### config.mk
export PLATFORM = sky130hd
export DESIGN_NAME = alu_exec
export DESIGN_NICKNAME = d
export VERILOG_FILES = /design/src/design/riscv_types_pkg.sv /design/src/design/alu_types_pkg.sv /design/src/design/alu_decode.sv /design/src/design/barrel_shifter.sv /design/src/design/alu_unit.sv /design/src/design/alu_exec.sv
export VERILOG_INCLUDE_DIRS = /design/src /design/src/design
export SDC_FILE = /design/constraint.sdc
export NUM_CORES = 1
export LEC_CHECK = 0
export BUFFER_PORTS_ARGS = -buffer_cell sky130_fd_sc_hd__buf_4
export CAP_MARGIN = 25
export CORE_MARGIN = 4
export CORE_UTILIZATION = 40
export CTS_BUF_LIST = sky130_fd_sc_hd__clkbuf_8
export CTS_CLUSTER_DIAMETER = 50
export DETAILED_ROUTE_END_ITERATION = 12
export PLACE_DENSITY_LB_ADDON = 0.12
export RECOVER_POWER = 100
export SLEW_MARGIN = 20
export SYNTH_ARGS = -nofsm -noshare
export SYNTH_HDL_FRONTEND = slang
export SYNTH_SLANG_ARGS = --single-unit
### constraint.sdc
create_clock -name clk -period 1.73 [get_ports clk]
set_input_delay 0.346 -clock clk [delete_from_list [all_inputs] [get_ports clk]]
set_output_delay 0.346 -clock clk [all_outputs]
set_load 0.05 [all_outputs]
### src/design/alu_settings.svh
// ALU execution unit settings
`ifndef ALU_SETTINGS_SVH
`define ALU_SETTINGS_SVH

// Data path width in bits, RV32I.
`define XLEN 32

// Width of the instruction id that travels with each issue.
// Sized for up to eight instructions in flight downstream.
`define ID_WIDTH 3

// Width of a shift amount field.
`define SHAMT_WIDTH 5

// Bit position of funct7[5] inside the I-type immediate.
// Marks SRAI against SRLI.
`define IMM_ALT_BIT 10

`endif

### src/design/riscv_types_pkg.sv
// RV32I encoding types
`default_nettype none

`include "alu_settings.svh"

package riscv_types_pkg;

    // Operand and result word.
    typedef logic [`XLEN-1:0] data_t;

    // Shift amount, low bits of the second operand.
    typedef logic [`SHAMT_WIDTH-1:0] shamt_t;

    // Major opcodes handled by the ALU.
    typedef enum logic [6:0] {
        OP_REG = 7'b0110011, // Register-register ops.
        OP_IMM = 7'b0010011  // Register-immediate ops.
    } opcode_t;

    // funct3 field for the OP and OP-IMM groups.
    typedef enum logic [2:0] {
        FN3_ADD  = 3'b000, // ADD, SUB, ADDI.
        FN3_SLL  = 3'b001,
        FN3_SLT  = 3'b010,
        FN3_SLTU = 3'b011,
        FN3_XOR  = 3'b100,
        FN3_SR   = 3'b101, // SRL or SRA, picked by funct7[5].
        FN3_OR   = 3'b110,
        FN3_AND  = 3'b111
    } funct3_t;

endpackage

`default_nettype wire

### src/design/alu_types_pkg.sv
// ALU control types
`default_nettype none

`include "alu_settings.svh"

package alu_types_pkg;

    // Operation applied ahead of the adder.
    // Logic results ride the carry chain with a zero second operand.
    typedef enum logic [1:0] {
        ALU_LOGIC_XOR = 2'b00,
        ALU_LOGIC_OR  = 2'b01,
        ALU_LOGIC_AND = 2'b10,
        ALU_LOGIC_ADD = 2'b11 // Add, subtract and compare.
    } logic_op_t;

    // Instruction id carried to writeback.
    typedef logic [`ID_WIDTH-1:0] id_t;

    // Adder operand with one extension bit on top.
    // The top bit of the sum gives the SLT and SLTU answer.
    typedef logic [`XLEN:0] adder_word_t;

endpackage

`default_nettype wire

### src/design/alu_decode.sv
// ALU decode
// Instruction fields to ALU controls and adder operands
`default_nettype none

`include "alu_settings.svh"

module alu_decode
    import riscv_types_pkg::*, alu_types_pkg::*;
(
    input  opcode_t     opcode,
    input  funct3_t     funct3,
    input  logic        alt,          // funct7[5].
    input  data_t       rs1_value,
    input  data_t       rs2_value,
    input  data_t       imm_value,
    output logic_op_t   logic_op,
    output logic        subtract,
    output adder_word_t adder_in1,
    output adder_word_t adder_in2,
    output logic        shifter_path,
    output logic        slt_path,
    output data_t       shifter_in,
    output shamt_t      shift_amount,
    output logic        arith,
    output logic        lshift
);

    data_t operand2;   // Register or immediate second operand.
    logic  is_sub;     // Register form SUB.
    logic  is_slt;
    logic  is_sltu;
    logic  sign_ext;   // Extend operands with their sign bit.

    // OP-IMM takes the immediate, OP takes rs2.
    assign operand2 = (opcode == OP_IMM) ? imm_value : rs2_value;

    // ADDI has no subtract form, the alt bit there is part of the immediate.
    assign is_sub  = (funct3 == FN3_ADD) && (opcode == OP_REG) && alt;
    assign is_slt  = (funct3 == FN3_SLT);
    assign is_sltu = (funct3 == FN3_SLTU);

    // Compares are subtractions, only the top bit of the sum is kept.
    assign subtract = is_sub | is_slt | is_sltu;
    assign slt_path = is_slt | is_sltu;

    // Logic op select.
    always_comb begin
        case (funct3)
            FN3_XOR: logic_op = ALU_LOGIC_XOR;
            FN3_OR:  logic_op = ALU_LOGIC_OR;
            FN3_AND: logic_op = ALU_LOGIC_AND;
            default: logic_op = ALU_LOGIC_ADD; // Add, sub, compares, shifts.
        endcase
    end

    // Unsigned compare zero-extends, so the top sum bit is the borrow.
    // Signed ops sign-extend, so the top sum bit is the true sign.
    assign sign_ext = ~is_sltu;

    assign adder_in1 = {sign_ext & rs1_value[`XLEN-1], rs1_value};
    assign adder_in2 = {sign_ext & operand2[`XLEN-1], operand2};

    // Shifter controls.
    assign shifter_path = (funct3 == FN3_SLL) || (funct3 == FN3_SR);
    assign shifter_in   = rs1_value;
    assign shift_amount = operand2[`SHAMT_WIDTH-1:0]; // Upper bits ignored.
    assign arith        = (funct3 == FN3_SR) && alt;  // SRA, SRAI.
    assign lshift       = (funct3 == FN3_SLL);

endmodule

`default_nettype wire

### src/design/barrel_shifter.sv
// Barrel shifter
`default_nettype none

`include "alu_settings.svh"

module barrel_shifter
    import riscv_types_pkg::*;
(
    input  data_t  shifter_input,
    input  shamt_t shift_amount,
    input  logic   arith,          // Fill with the sign bit.
    input  logic   lshift,         // Shift left.
    output data_t  shifted_result
);

    data_t                shift_source;  // Input, reversed for left shifts.
    logic                 fill_bit;
    logic signed [`XLEN:0] extended;     // Fill bit above the data.
    logic signed [`XLEN:0] shifted_wide;

    // Mirror a word end to end.
    function automatic data_t bit_reverse(input data_t word);
        data_t flipped;
        for (int i = 0; i < `XLEN; i++) begin
            flipped[i] = word[`XLEN-1-i];
        end
        return flipped;
    endfunction

    // A left shift is a right shift of the mirrored word.
    assign shift_source = lshift ? bit_reverse(shifter_input) : shifter_input;

    // Logical shifts and left shifts fill with zero.
    assign fill_bit = arith & shifter_input[`XLEN-1];
    assign extended = {fill_bit, shift_source};

    // One arithmetic right shift covers all three cases.
    assign shifted_wide = extended >>> shift_amount;

    // Mirror back after a left shift.
    assign shifted_result = lshift ? bit_reverse(shifted_wide[`XLEN-1:0])
                                   : shifted_wide[`XLEN-1:0];

endmodule

`default_nettype wire

### src/design/alu_unit.sv
// ALU adder, result select and writeback
`default_nettype none

`include "alu_settings.svh"

module alu_unit
    import riscv_types_pkg::*, alu_types_pkg::*;
(
    input  logic        clk,
    input  logic        rst_n,
    input  logic        issue_valid,
    input  id_t         instruction_id,
    input  logic_op_t   logic_op,
    input  logic        subtract,
    input  adder_word_t adder_in1,
    input  adder_word_t adder_in2,
    input  logic        shifter_path,
    input  logic        slt_path,
    input  data_t       shift_result,
    output logic        wb_done,
    output id_t         wb_id,
    output data_t       wb_rd
);

    adder_word_t         operand_a;      // Logic result or first addend.
    adder_word_t         operand_b;      // Second addend, zero for logic ops.
    logic [`XLEN+1:0]    wide_sum;       // Carry-in slot in bit 0.
    adder_word_t         add_sub_result;
    data_t               result;

    // Logic ops go through the adder with nothing added.
    always_comb begin
        case (logic_op)
            ALU_LOGIC_XOR: operand_a = adder_in1 ^ adder_in2;
            ALU_LOGIC_OR:  operand_a = adder_in1 | adder_in2;
            ALU_LOGIC_AND: operand_a = adder_in1 & adder_in2;
            default:       operand_a = adder_in1;
        endcase
        if (logic_op == ALU_LOGIC_ADD) begin
            operand_b = adder_in2 ^ {(`XLEN+1){subtract}}; // One's complement on subtract.
        end else begin
            operand_b = '0;
        end
    end

    // Subtract bit in the low slot of both operands gives the +1 carry-in.
    assign wide_sum       = {operand_a, subtract} + {operand_b, subtract};
    assign add_sub_result = wide_sum[`XLEN+1:1];

    // Result select.
    always_comb begin
        result = shifter_path ? shift_result : add_sub_result[`XLEN-1:0];
        if (slt_path) begin
            result = {{(`XLEN-1){1'b0}}, add_sub_result[`XLEN]}; // Sign or borrow.
        end
    end

    // Done strobe and result, one cycle after issue.
    always_ff @(posedge clk or negedge rst_n) begin
        if (!rst_n) begin
            wb_done <= 1'b0;
            wb_rd   <= '0;
        end else begin
            wb_done <= issue_valid;
            if (issue_valid) begin
                wb_rd <= result; // Holds while idle.
            end
        end
    end

    // Id follows the result.
    always_ff @(posedge clk) begin
        if (issue_valid) begin
            wb_id <= instruction_id;
        end
    end

endmodule

`default_nettype wire

### src/design/alu_exec.sv
// ALU execution unit top level
`default_nettype none

module alu_exec
    import riscv_types_pkg::*, alu_types_pkg::*;
(
    input  logic    clk,
    input  logic    rst_n,
    input  logic    issue_valid,     // One strobe per instruction.
    input  opcode_t opcode,
    input  funct3_t funct3,
    input  logic    alt,             // funct7[5].
    input  data_t   rs1_value,
    input  data_t   rs2_value,
    input  data_t   imm_value,
    input  id_t     instruction_id,
    output logic    wb_done,
    output id_t     wb_id,
    output data_t   wb_rd
);

    logic_op_t   logic_op;
    logic        subtract;
    adder_word_t adder_in1;
    adder_word_t adder_in2;
    logic        shifter_path;
    logic        slt_path;
    data_t       shifter_in;
    shamt_t      shift_amount;
    logic        arith;
    logic        lshift;
    data_t       shift_result;

    alu_decode decode (
        .opcode       (opcode),
        .funct3       (funct3),
        .alt          (alt),
        .rs1_value    (rs1_value),
        .rs2_value    (rs2_value),
        .imm_value    (imm_value),
        .logic_op     (logic_op),
        .subtract     (subtract),
        .adder_in1    (adder_in1),
        .adder_in2    (adder_in2),
        .shifter_path (shifter_path),
        .slt_path     (slt_path),
        .shifter_in   (shifter_in),
        .shift_amount (shift_amount),
        .arith        (arith),
        .lshift       (lshift)
    );

    barrel_shifter shifter (
        .shifter_input  (shifter_in),
        .shift_amount   (shift_amount),
        .arith          (arith),
        .lshift         (lshift),
        .shifted_result (shift_result)
    );

    alu_unit alu (
        .clk            (clk),
        .rst_n          (rst_n),
        .issue_valid    (issue_valid),
        .instruction_id (instruction_id),
        .logic_op       (logic_op),
        .subtract       (subtract),
        .adder_in1      (adder_in1),
        .adder_in2      (adder_in2),
        .shifter_path   (shifter_path),
        .slt_path       (slt_path),
        .shift_result   (shift_result),
        .wb_done        (wb_done),
        .wb_id          (wb_id),
        .wb_rd          (wb_rd)
    );

endmodule

`default_nettype wire

==> results of run 1 <==
## kinds of logic (layout without fill, tap and decap cells)
| group | Yosys count | count (layout) | share of synthesized area [%] |
|---|---|---|---|
| muxes | 114 | 114 | 14.6 |
| AOI/OAI and AO/OA | 374 | 374 | 29.7 |
| and+or+nand+nor | 345 | 346 | 18.3 |
| buffers and inverters | 160 | 681 | 7.49 |
| DFF | 36 | 36 | 10.6 |
| xor gates and xnor gates | 58 | 58 | 5.89 |
| adders and majority gates | 92 | 92 | 13.4 |
## layout make-up
class | count | area share, %
well taps | 275 | 2.34
clock buffers | 5 | 0.469
inverters | 80 | 2.04
clock inverters | 3 | 0.128
multi-input cells | 984 | 57.0
flip-flops and latches | 36 | 6.24
repair buffers | 593 | 31.8
## metal layers
layer  routed length, um  track usage (%)
met5                  33                0
met4                2640             15.3
met3                3430             3.97
met2               18500             51.2
met1               18200             46.5
## path summary, 6_finish.rpt
check	slack [ns]	to
setup / recovery	-2.36	alu.wb_rd[0]
hold / removal	0.16	alu.wb_rd[10]
setup reg to reg	0.66	alu.wb_rd[18]
hold reg to reg	0.50	alu.wb_rd[22]
max in group asynchronous	1.03	alu.wb_rd[25]
min in group clk	0.26	alu.wb_id[1]
## sequential cells by signal, indices dropped and copies added, names as in the netlist
signal,count
alu.wb_rd,32
alu.wb_id,3
alu.wb_done,1
## stage by stage
stage	util [%]	worst slack, ns	cells
3_3_place_gp	62.0	-2.88	1926
3_5_place_dp	62.0	-3.01	1926
5_1_grt	69.7	-2.51	1976
4_1_cts	68.5	-2.33	1972
2_1_floorplan	-	-2.66	1179
6_report	69.7	-2.36	1976
## synthesized netlist by cell type, drive strengths merged, types with 10 or more instances
| cell | count | area share [%] |
|---|---|---|
| buf | 30 | 1.8 |
| a31oi | 10 | 0.73 |
| a22oi | 36 | 3.1 |
| nor3 | 10 | 0.71 |
| ha | 91 | 13 |
| o211ai | 16 | 1.5 |
| clkbuf | 50 | 2.2 |
| nand2 | 72 | 3.1 |
| nor2 | 149 | 6.5 |
| o22ai | 18 | 1.3 |
| a221o | 26 | 3.0 |
| inv | 79 | 3.4 |
| dfrtp | 33 | 9.6 |
| a21oi | 100 | 5.8 |
| nand3 | 47 | 2.7 |
| mux2i | 98 | 11 |
| xnor2 | 49 | 5.0 |
| a211oi | 13 | 1.1 |
| nand4 | 11 | 0.80 |
| a21o | 14 | 1.2 |
| and2 | 12 | 0.87 |
| o21ai | 55 | 3.2 |
## critical path, cell delays in order
cell and delay (ns):
buf_6 0.09, and4b_4 0.41, nand2_8 0.11, buf_8 0.16, buf_6 0.12, mux2i_4 0.19
inv_2 0.09, ha_4 0.23, a221o_1 0.35, a21oi_2 0.12, nor2_1 0.07, ha_2 0.19
a21oi_2 0.15, o21ai_2 0.10, nor4_4 0.39, a211oi_4 0.13, o41ai_2 0.22, buf_4 0.20
o211ai_1 0.09, a31o_2 0.22, xnor2_1 0.12, o211a_1 0.20
## report_power, final
part	leakage [nW]	internal (mW)	total (mW)	switching (mW)
sequential	0.443	1.04	1.17	0.134
clock	0.0479	0.281	0.607	0.326
combinational	6.50	3.00	6.76	3.76
total	6.99	4.32	8.54	4.22
## what timing repair did
action                                  in CTS  in global routing
pin swaps                                  119                 58
resized for setup                          179                 67
gates cloned                                 3                  0
endpoints found under the setup margin      32                 32
setup buffers                               41                  6
hold endpoints to repair                     0                  0
==> impl_results.rst, run 1 <==
.. list-table::
   :header-rows: 1

   * - Metric
     - Value
   * - Startpoint of the worst setup timing path
     - opcode[6]
   * - Average detailed-routed wire length per instance
     - between 20 and 25 um
   * - Overall die area
     - 0.0240 mm2
   * - Worst VDD drop
     - around 380 uV
   * - Total number of placement rows
     - 53
   * - Max-slew headroom
     - between 40% and 50%
   * - Total Negative Setup Slacks
     - -67.62 ns
   * - Failing checks
     - setup timing
   * - Static power due to leakage
     - between 6 and 7 nW
   * - Period Utilization, post-route
     - 236%
   * - Tightest hold margin
     - ~0.16 ns
   * - Antenna diode instance count
     - 0
   * - Sum of overflow across all layers after global routing
     - 0
   * - Async set-or-reset flop fraction in the synthesized netlist
     - approximately 90%
   * - Fillcell total
     - approximately 1700
   * - Achievable Freq
     - about 0.24 GHz
   * - # H-tree levels
     - 2
   * - Number of nets in the layout
     - about 1900
   * - Final Instance Area
     - roughly 0.015 mm2
   * - Avg Cell Area, Syn
     - 7.31 um2
   * - Post-synthesis cell type count
     - between 70 and 80
   * - Initial cell density of the core
     - between 40% and 50%
   * - Worst setup slack after layout
     - -2.36 ns
   * - Post-Synthesis Cell Area
     - roughly 0.0086 mm2
   * - Critical-path maximum fanout
     - 5
   * - Total Power Consumption
     - 8.54 mW
   * - Count of hold buffers inserted by post-cts repair
     - 0
   * - Layout cells sized above 1
     - 45.0%
   * - RSZ-0062 raised after global routing
     - true
   * - Pin slew with the least headroom to its limit
     - ~0.86 ns
   * - Syn Inst Count
     - 1179
   * - Vertical die dimension
     - about 150 um
   * - Leading cell types in the layout, fill and taps excluded
     - buf_4 (508), nor2_1 (139), mux2i_1 (77)
   * - Area after DPL
     - 0.0131 mm2
   * - Multi-input gate area
     - approximately 0.0084 mm2
   * - Count of nets left with antenna violations after detail routing
     - 0
   * - Class of the worst hold path
     - input port to asynchronous set/reset pin
   * - Clk_lat worst skew
     - around 0.29 ns
   * - Final weighted congestion in routability-driven placement
     - ~1
   * - Number of nets in the synthesized netlist
     - roughly 1400
   * - Number of sinks driven by the clock tree
     - 36
   * - #FFs+latches synth
     - 36
   * - Detailed placement HPWL
     - between 30 and 40 mm
   * - Endpoint arrival time on the critical path
     - roughly 4.3 ns
   * - Total length of routed wires
     - between 40 and 50 mm
   * - Power Dens Cells
     - 581 mW/mm2
   * - Max-cap viol count
     - 0
   * - Pin count of the biggest net entering global routing
     - 34
   * - Clock Tree Root
     - clkbuf_8
   * - Startpoint Class
     - input port
   * - EDFF count, synth
     - 3
   * - Sequential share of the synthesized area
     - about a tenth
   * - Kind of critical path
     - input port to flop
   * - PortBufs
     - roughly 150
   * - Register Area
     - just over 900 um2
   * - Antenna violations before repair
     - 2
   * - Max-slew violation count
     - 0
   * - Buffer depth of the longest clock path
     - 2
   * - Vias in the first global route
     - 11000
   * - Launch instance of the worst register-to-register path
     - alu.wb_rd[18]
   * - Initial detailed-routing violation count
     - between 1000 and 1500
   * - Status
     - finished, violations left
   * - Number of vias after detailed routing
     - roughly 12000
   * - Clock tree skew after final layout
     - 0 ns
   * - DR DRC count
     - 0
   * - Die W
     - about 150 um
   * - Number of optimization iterations in the first detailed-route pass
     - 6
   * - Critical path endpoint category
     - flop
   * - Final min period
     - approximately 4 ns
   * - Routed vias/inst
     - 5.92
   * - Worst Reg2Reg Path Length in Cells
     - 2
   * - Final hold violation count
     - 0
   * - Area growth from synthesis to layout
     - 70.4%
   * - CTS tree
     - done
   * - Count of pins on the block boundary
     - 149
   * - Final setup violating endpoints
     - 32
   * - Clock transition at path regs
     - around 0.090 ns
   * - Aggregate global-route resource usage
     - approximately a third
   * - Global-route wire length before repair
     - about 63 mm
   * - Yosys Warn Count
     - 0
   * - Total clock buffers created by CTS
     - 5
   * - Most common library cell in the layout ignoring fill and taps
     - buf_4
   * - Core outline area
     - approximately 0.021 mm2
   * - Top FF cell, synth
     - dfrtp_1
   * - Critical path data required time
     - 1.92 ns
Note: power is estimated with default switching activity, not from simulation.
==> inputs of run 2 (changes only) <==
CORE_UTILIZATION = 37   (was 40)
TNS_END_PERCENT = 100   (was not set)
==> run 2 against run 1 <==
The run still ends with setup timing left. Wire length down 2.5%. Flip-flop and latch count stayed put. Cell count is 2.2% higher. Global-route usage shrank 3.6 points. Critical path depth grew 2. Combinational power up 2%. First-iteration DRC count is 15% lower. Clock skew unchanged. Via count is 2.2% lower. Clock power decreased by 1%. Critical endpoint unchanged. Largest cell class unchanged. Largest power group unchanged.
==> impl_results.rst, run 2 (synthesis results as in run 1) <==
.. list-table::
   :header-rows: 1

   * - Metric
     - Value
   * - Worst VDD drop
     - 417 uV
   * - Buffer depth of the longest clock path
     - 2
   * - Launch instance of the worst register-to-register path
     - alu.wb_rd[29]
   * - RSZ-0062 raised after global routing
     - true
   * - Worst reg2reg endpoint
     - alu.wb_rd[29]
   * - Slack of the worst reg-to-reg path
     - 0.63 ns
   * - Register Area
     - roughly 920 um2
   * - Total clock buffers created by CTS
     - 5
   * - Fillcell total
     - slightly below 2000
   * - Met3 routed WL
     - between 2 and 3 mm
   * - Max-slew violation count
     - 0
   * - Number of vias after detailed routing
     - around 11000
   * - Failing checks
     - setup timing
   * - Core outline area
     - approximately 0.023 mm2
   * - Wire length on met2
     - between 15 and 20 mm
   * - Initial cell density of the core
     - between 30% and 40%
   * - Power Dens Cells
     - between 500 and 600 mW/mm2
   * - Routed vias/inst
     - between 5 and 6
   * - Status
     - finished, violations left
   * - Average detailed-routed wire length per instance
     - 20.6 um
   * - Total length of routed wires
     - roughly 42 mm
   * - Final min period
     - 4.37 ns
   * - CTS tree
     - done
   * - Routed met1 length
     - 17.8 mm
   * - Pin count of the biggest net entering global routing
     - 34
   * - Count of pins on the block boundary
     - about 150
   * - Count of nets left with antenna violations after detail routing
     - 0
   * - DR DRC count
     - 0
   * - Achievable Freq
     - 0.229 GHz
   * - Final setup violating endpoints
     - 32
   * - Antenna diode instance count
     - 0
   * - Most common library cell in the layout ignoring fill and taps
     - buf_4
   * - Number of nets in the layout
     - between 1500 and 2000
   * - Area growth from synthesis to layout
     - 72.4%
   * - Flip-flop count of the largest register, all copies and words added
     - 32
   * - Final weighted congestion in routability-driven placement
     - 0.973
   * - Period Utilization, post-route
     - 252%
   * - Clock Power Share
     - 6.9%
   * - Aggregate global-route resource usage
     - a little under 30%
   * - Final hold violation count
     - 0
   * - Sum of overflow across all layers after global routing
     - 0
   * - Part of the total power dissipated in sequential elements
     - between 10% and 20%
   * - Fraction of power consumed by combinational cells
     - 79.6%
   * - Critical path endpoint category
     - flop
   * - Die W
     - approximately 160 um
   * - Kind of critical path
     - input port to flop
   * - Number of sinks driven by the clock tree
     - 36
   * - Layout cells sized above 1
     - a little under half
   * - Antenna violations before repair
     - 0
   * - Switching power summed over all nets
     - around 4.3 mW
   * - Detailed placement HPWL
     - roughly 33 mm
   * - Number of optimization iterations in the first detailed-route pass
     - 7
   * - Total number of placement rows
     - 55
   * - Critical-path maximum fanout
     - 11
   * - Endpoint arrival time on the critical path
     - 4.56 ns
   * - Class of the worst hold path
     - input port to asynchronous set/reset pin
   * - Max-cap viol count
     - 0
   * - Cell internal pwr
     - roughly 4.4 mW
   * - PortBufs
     - about 150
   * - Area after DPL
     - ~0.013 mm2
   * - Clock tree skew after final layout
     - 0 ns
   * - Startpoint Class
     - input port
   * - Overall die area
     - ~0.026 mm2
   * - Vertical die dimension
     - about 160 um
   * - Reg with most FFs
     - alu.wb_rd
   * - Clock transition at path regs
     - around 0.08 ns
   * - Global-route wire length before repair
     - roughly 61 mm
   * - Worst setup slack after layout
     - -2.64 ns
   * - Pin slew with the least headroom to its limit
     - 1.11 ns
   * - Total Power Consumption
     - between 8 and 9 mW
   * - # H-tree levels
     - 2
   * - Top layer in use
     - met4
   * - Initial detailed-routing violation count
     - between 900 and 1000
   * - Clk_lat worst skew
     - between 0.2 and 0.3 ns
   * - Final Instance Area
     - 0.0149 mm2
   * - Multi-input gate area
     - 0.00846 mm2
   * - Clock Tree Root
     - clkbuf_8
   * - Worst Reg2Reg Path Length in Cells
     - 5
   * - Critical path data required time
     - about 1.9 ns
   * - Leading cell types in the layout, fill and taps excluded
     - buf_4 (507), nor2_1 (137), mux2i_1 (78)
   * - Max-slew headroom
     - about a quarter
   * - Static power due to leakage
     - between 7 and 8 nW
   * - Switching power share of the total
     - approximately half
   * - Largest registers ranked by flip-flop count
     - alu.wb_rd: 32 flops, alu.wb_id: 3 flops, alu.wb_done: 1 flops
   * - Vias in the first global route
     - between 10000 and 15000
## run 2: per-stage QoR
step	TNS (ns)	std cells	hold WS (ns)	utilization (%)	setup slack, ns
2_1_floorplan	-73.16	1179	0.0504	-	-2.66
3_3_place_gp	-84.47	1969	0.316	57.8	-3.12
3_5_place_dp	-85.78	1969	0.313	57.8	-3.17
4_1_cts	-67.66	1998	0.00445	62.7	-2.40
5_1_grt	-75.00	2019	0.218	65.2	-2.79
6_report	-70.21	2019	0.143	65.2	-2.64
## run 2: worst max-delay path, stage by stage
cell and delay [ns]:
buf_8 0.10, nor3_4 0.24, buf_12 0.15, nand2_8 0.09, buf_12 0.17, buf_8 0.14, buf_6 0.16, mux2i_2 0.23
inv_1 0.10, ha_1 0.22, nor2_1 0.13, a21oi_1 0.06, a22oi_1 0.20, o22ai_1 0.14, ha_1 0.35, a21oi_2 0.21
o311ai_4 0.14, o41ai_4 0.37, buf_4 0.20, buf_12 0.10, o211ai_1 0.10, a31o_2 0.26, xnor2_1 0.12, o211a_1 0.20
## run 2: cell type report
class	instances	area share, %
clock buffers	5	0.463
clock inverters	3	0.126
inverters	80	2.04
multi-input cells	983	56.9
flip-flops and latches	36	6.16
well taps	313	2.64
repair buffers	599	31.6
## run 2: worst max-delay path by stage
stage | cells past startpoint | startpoint | to
floorplan | 22 | opcode[4] | alu.wb_rd[0]
global placement | 21 | opcode[6] | alu.wb_rd[30]
detailed placement | 21 | opcode[6] | alu.wb_rd[30]
CTS | 23 | opcode[5] | alu.wb_rd[28]
global route | 23 | opcode[5] | alu.wb_rd[30]
finish | 24 | opcode[5] | alu.wb_rd[0]
## run 2: per-layer routing
| layer | GRT usage, % | up-vias |
|---|---|---|
| met5 | 0 | - |
| met4 | 11.5 | 0 |
| met3 | 2.13 | 103 |
| met2 | 47.4 | 533 |
| met1 | 41.6 | 5392 |
| li1 | - | 5423 |
## run 2: power by group through the flow
stage	sequential [mW]	combinational (mW)	clock, mW
2_1_floorplan	1.81	2.45	0
6_report	1.17	6.91	0.600
3_3_place_gp	1.19	5.76	0
5_1_grt	1.19	7.29	0.633
4_1_cts	1.17	6.44	0.602
3_5_place_dp	1.19	5.81	0
## run 2: repair_timing
| action | CTS | global route |
|---|---|---|
| pin swaps | 97 | 67 |
| buffers inserted | 29 | 27 |
| resized for setup | 155 | 106 |
| hold buffers | 0 | 0 |
| gates cloned | 1 | 1 |
| setup endpoints to repair | 32 | 32 |
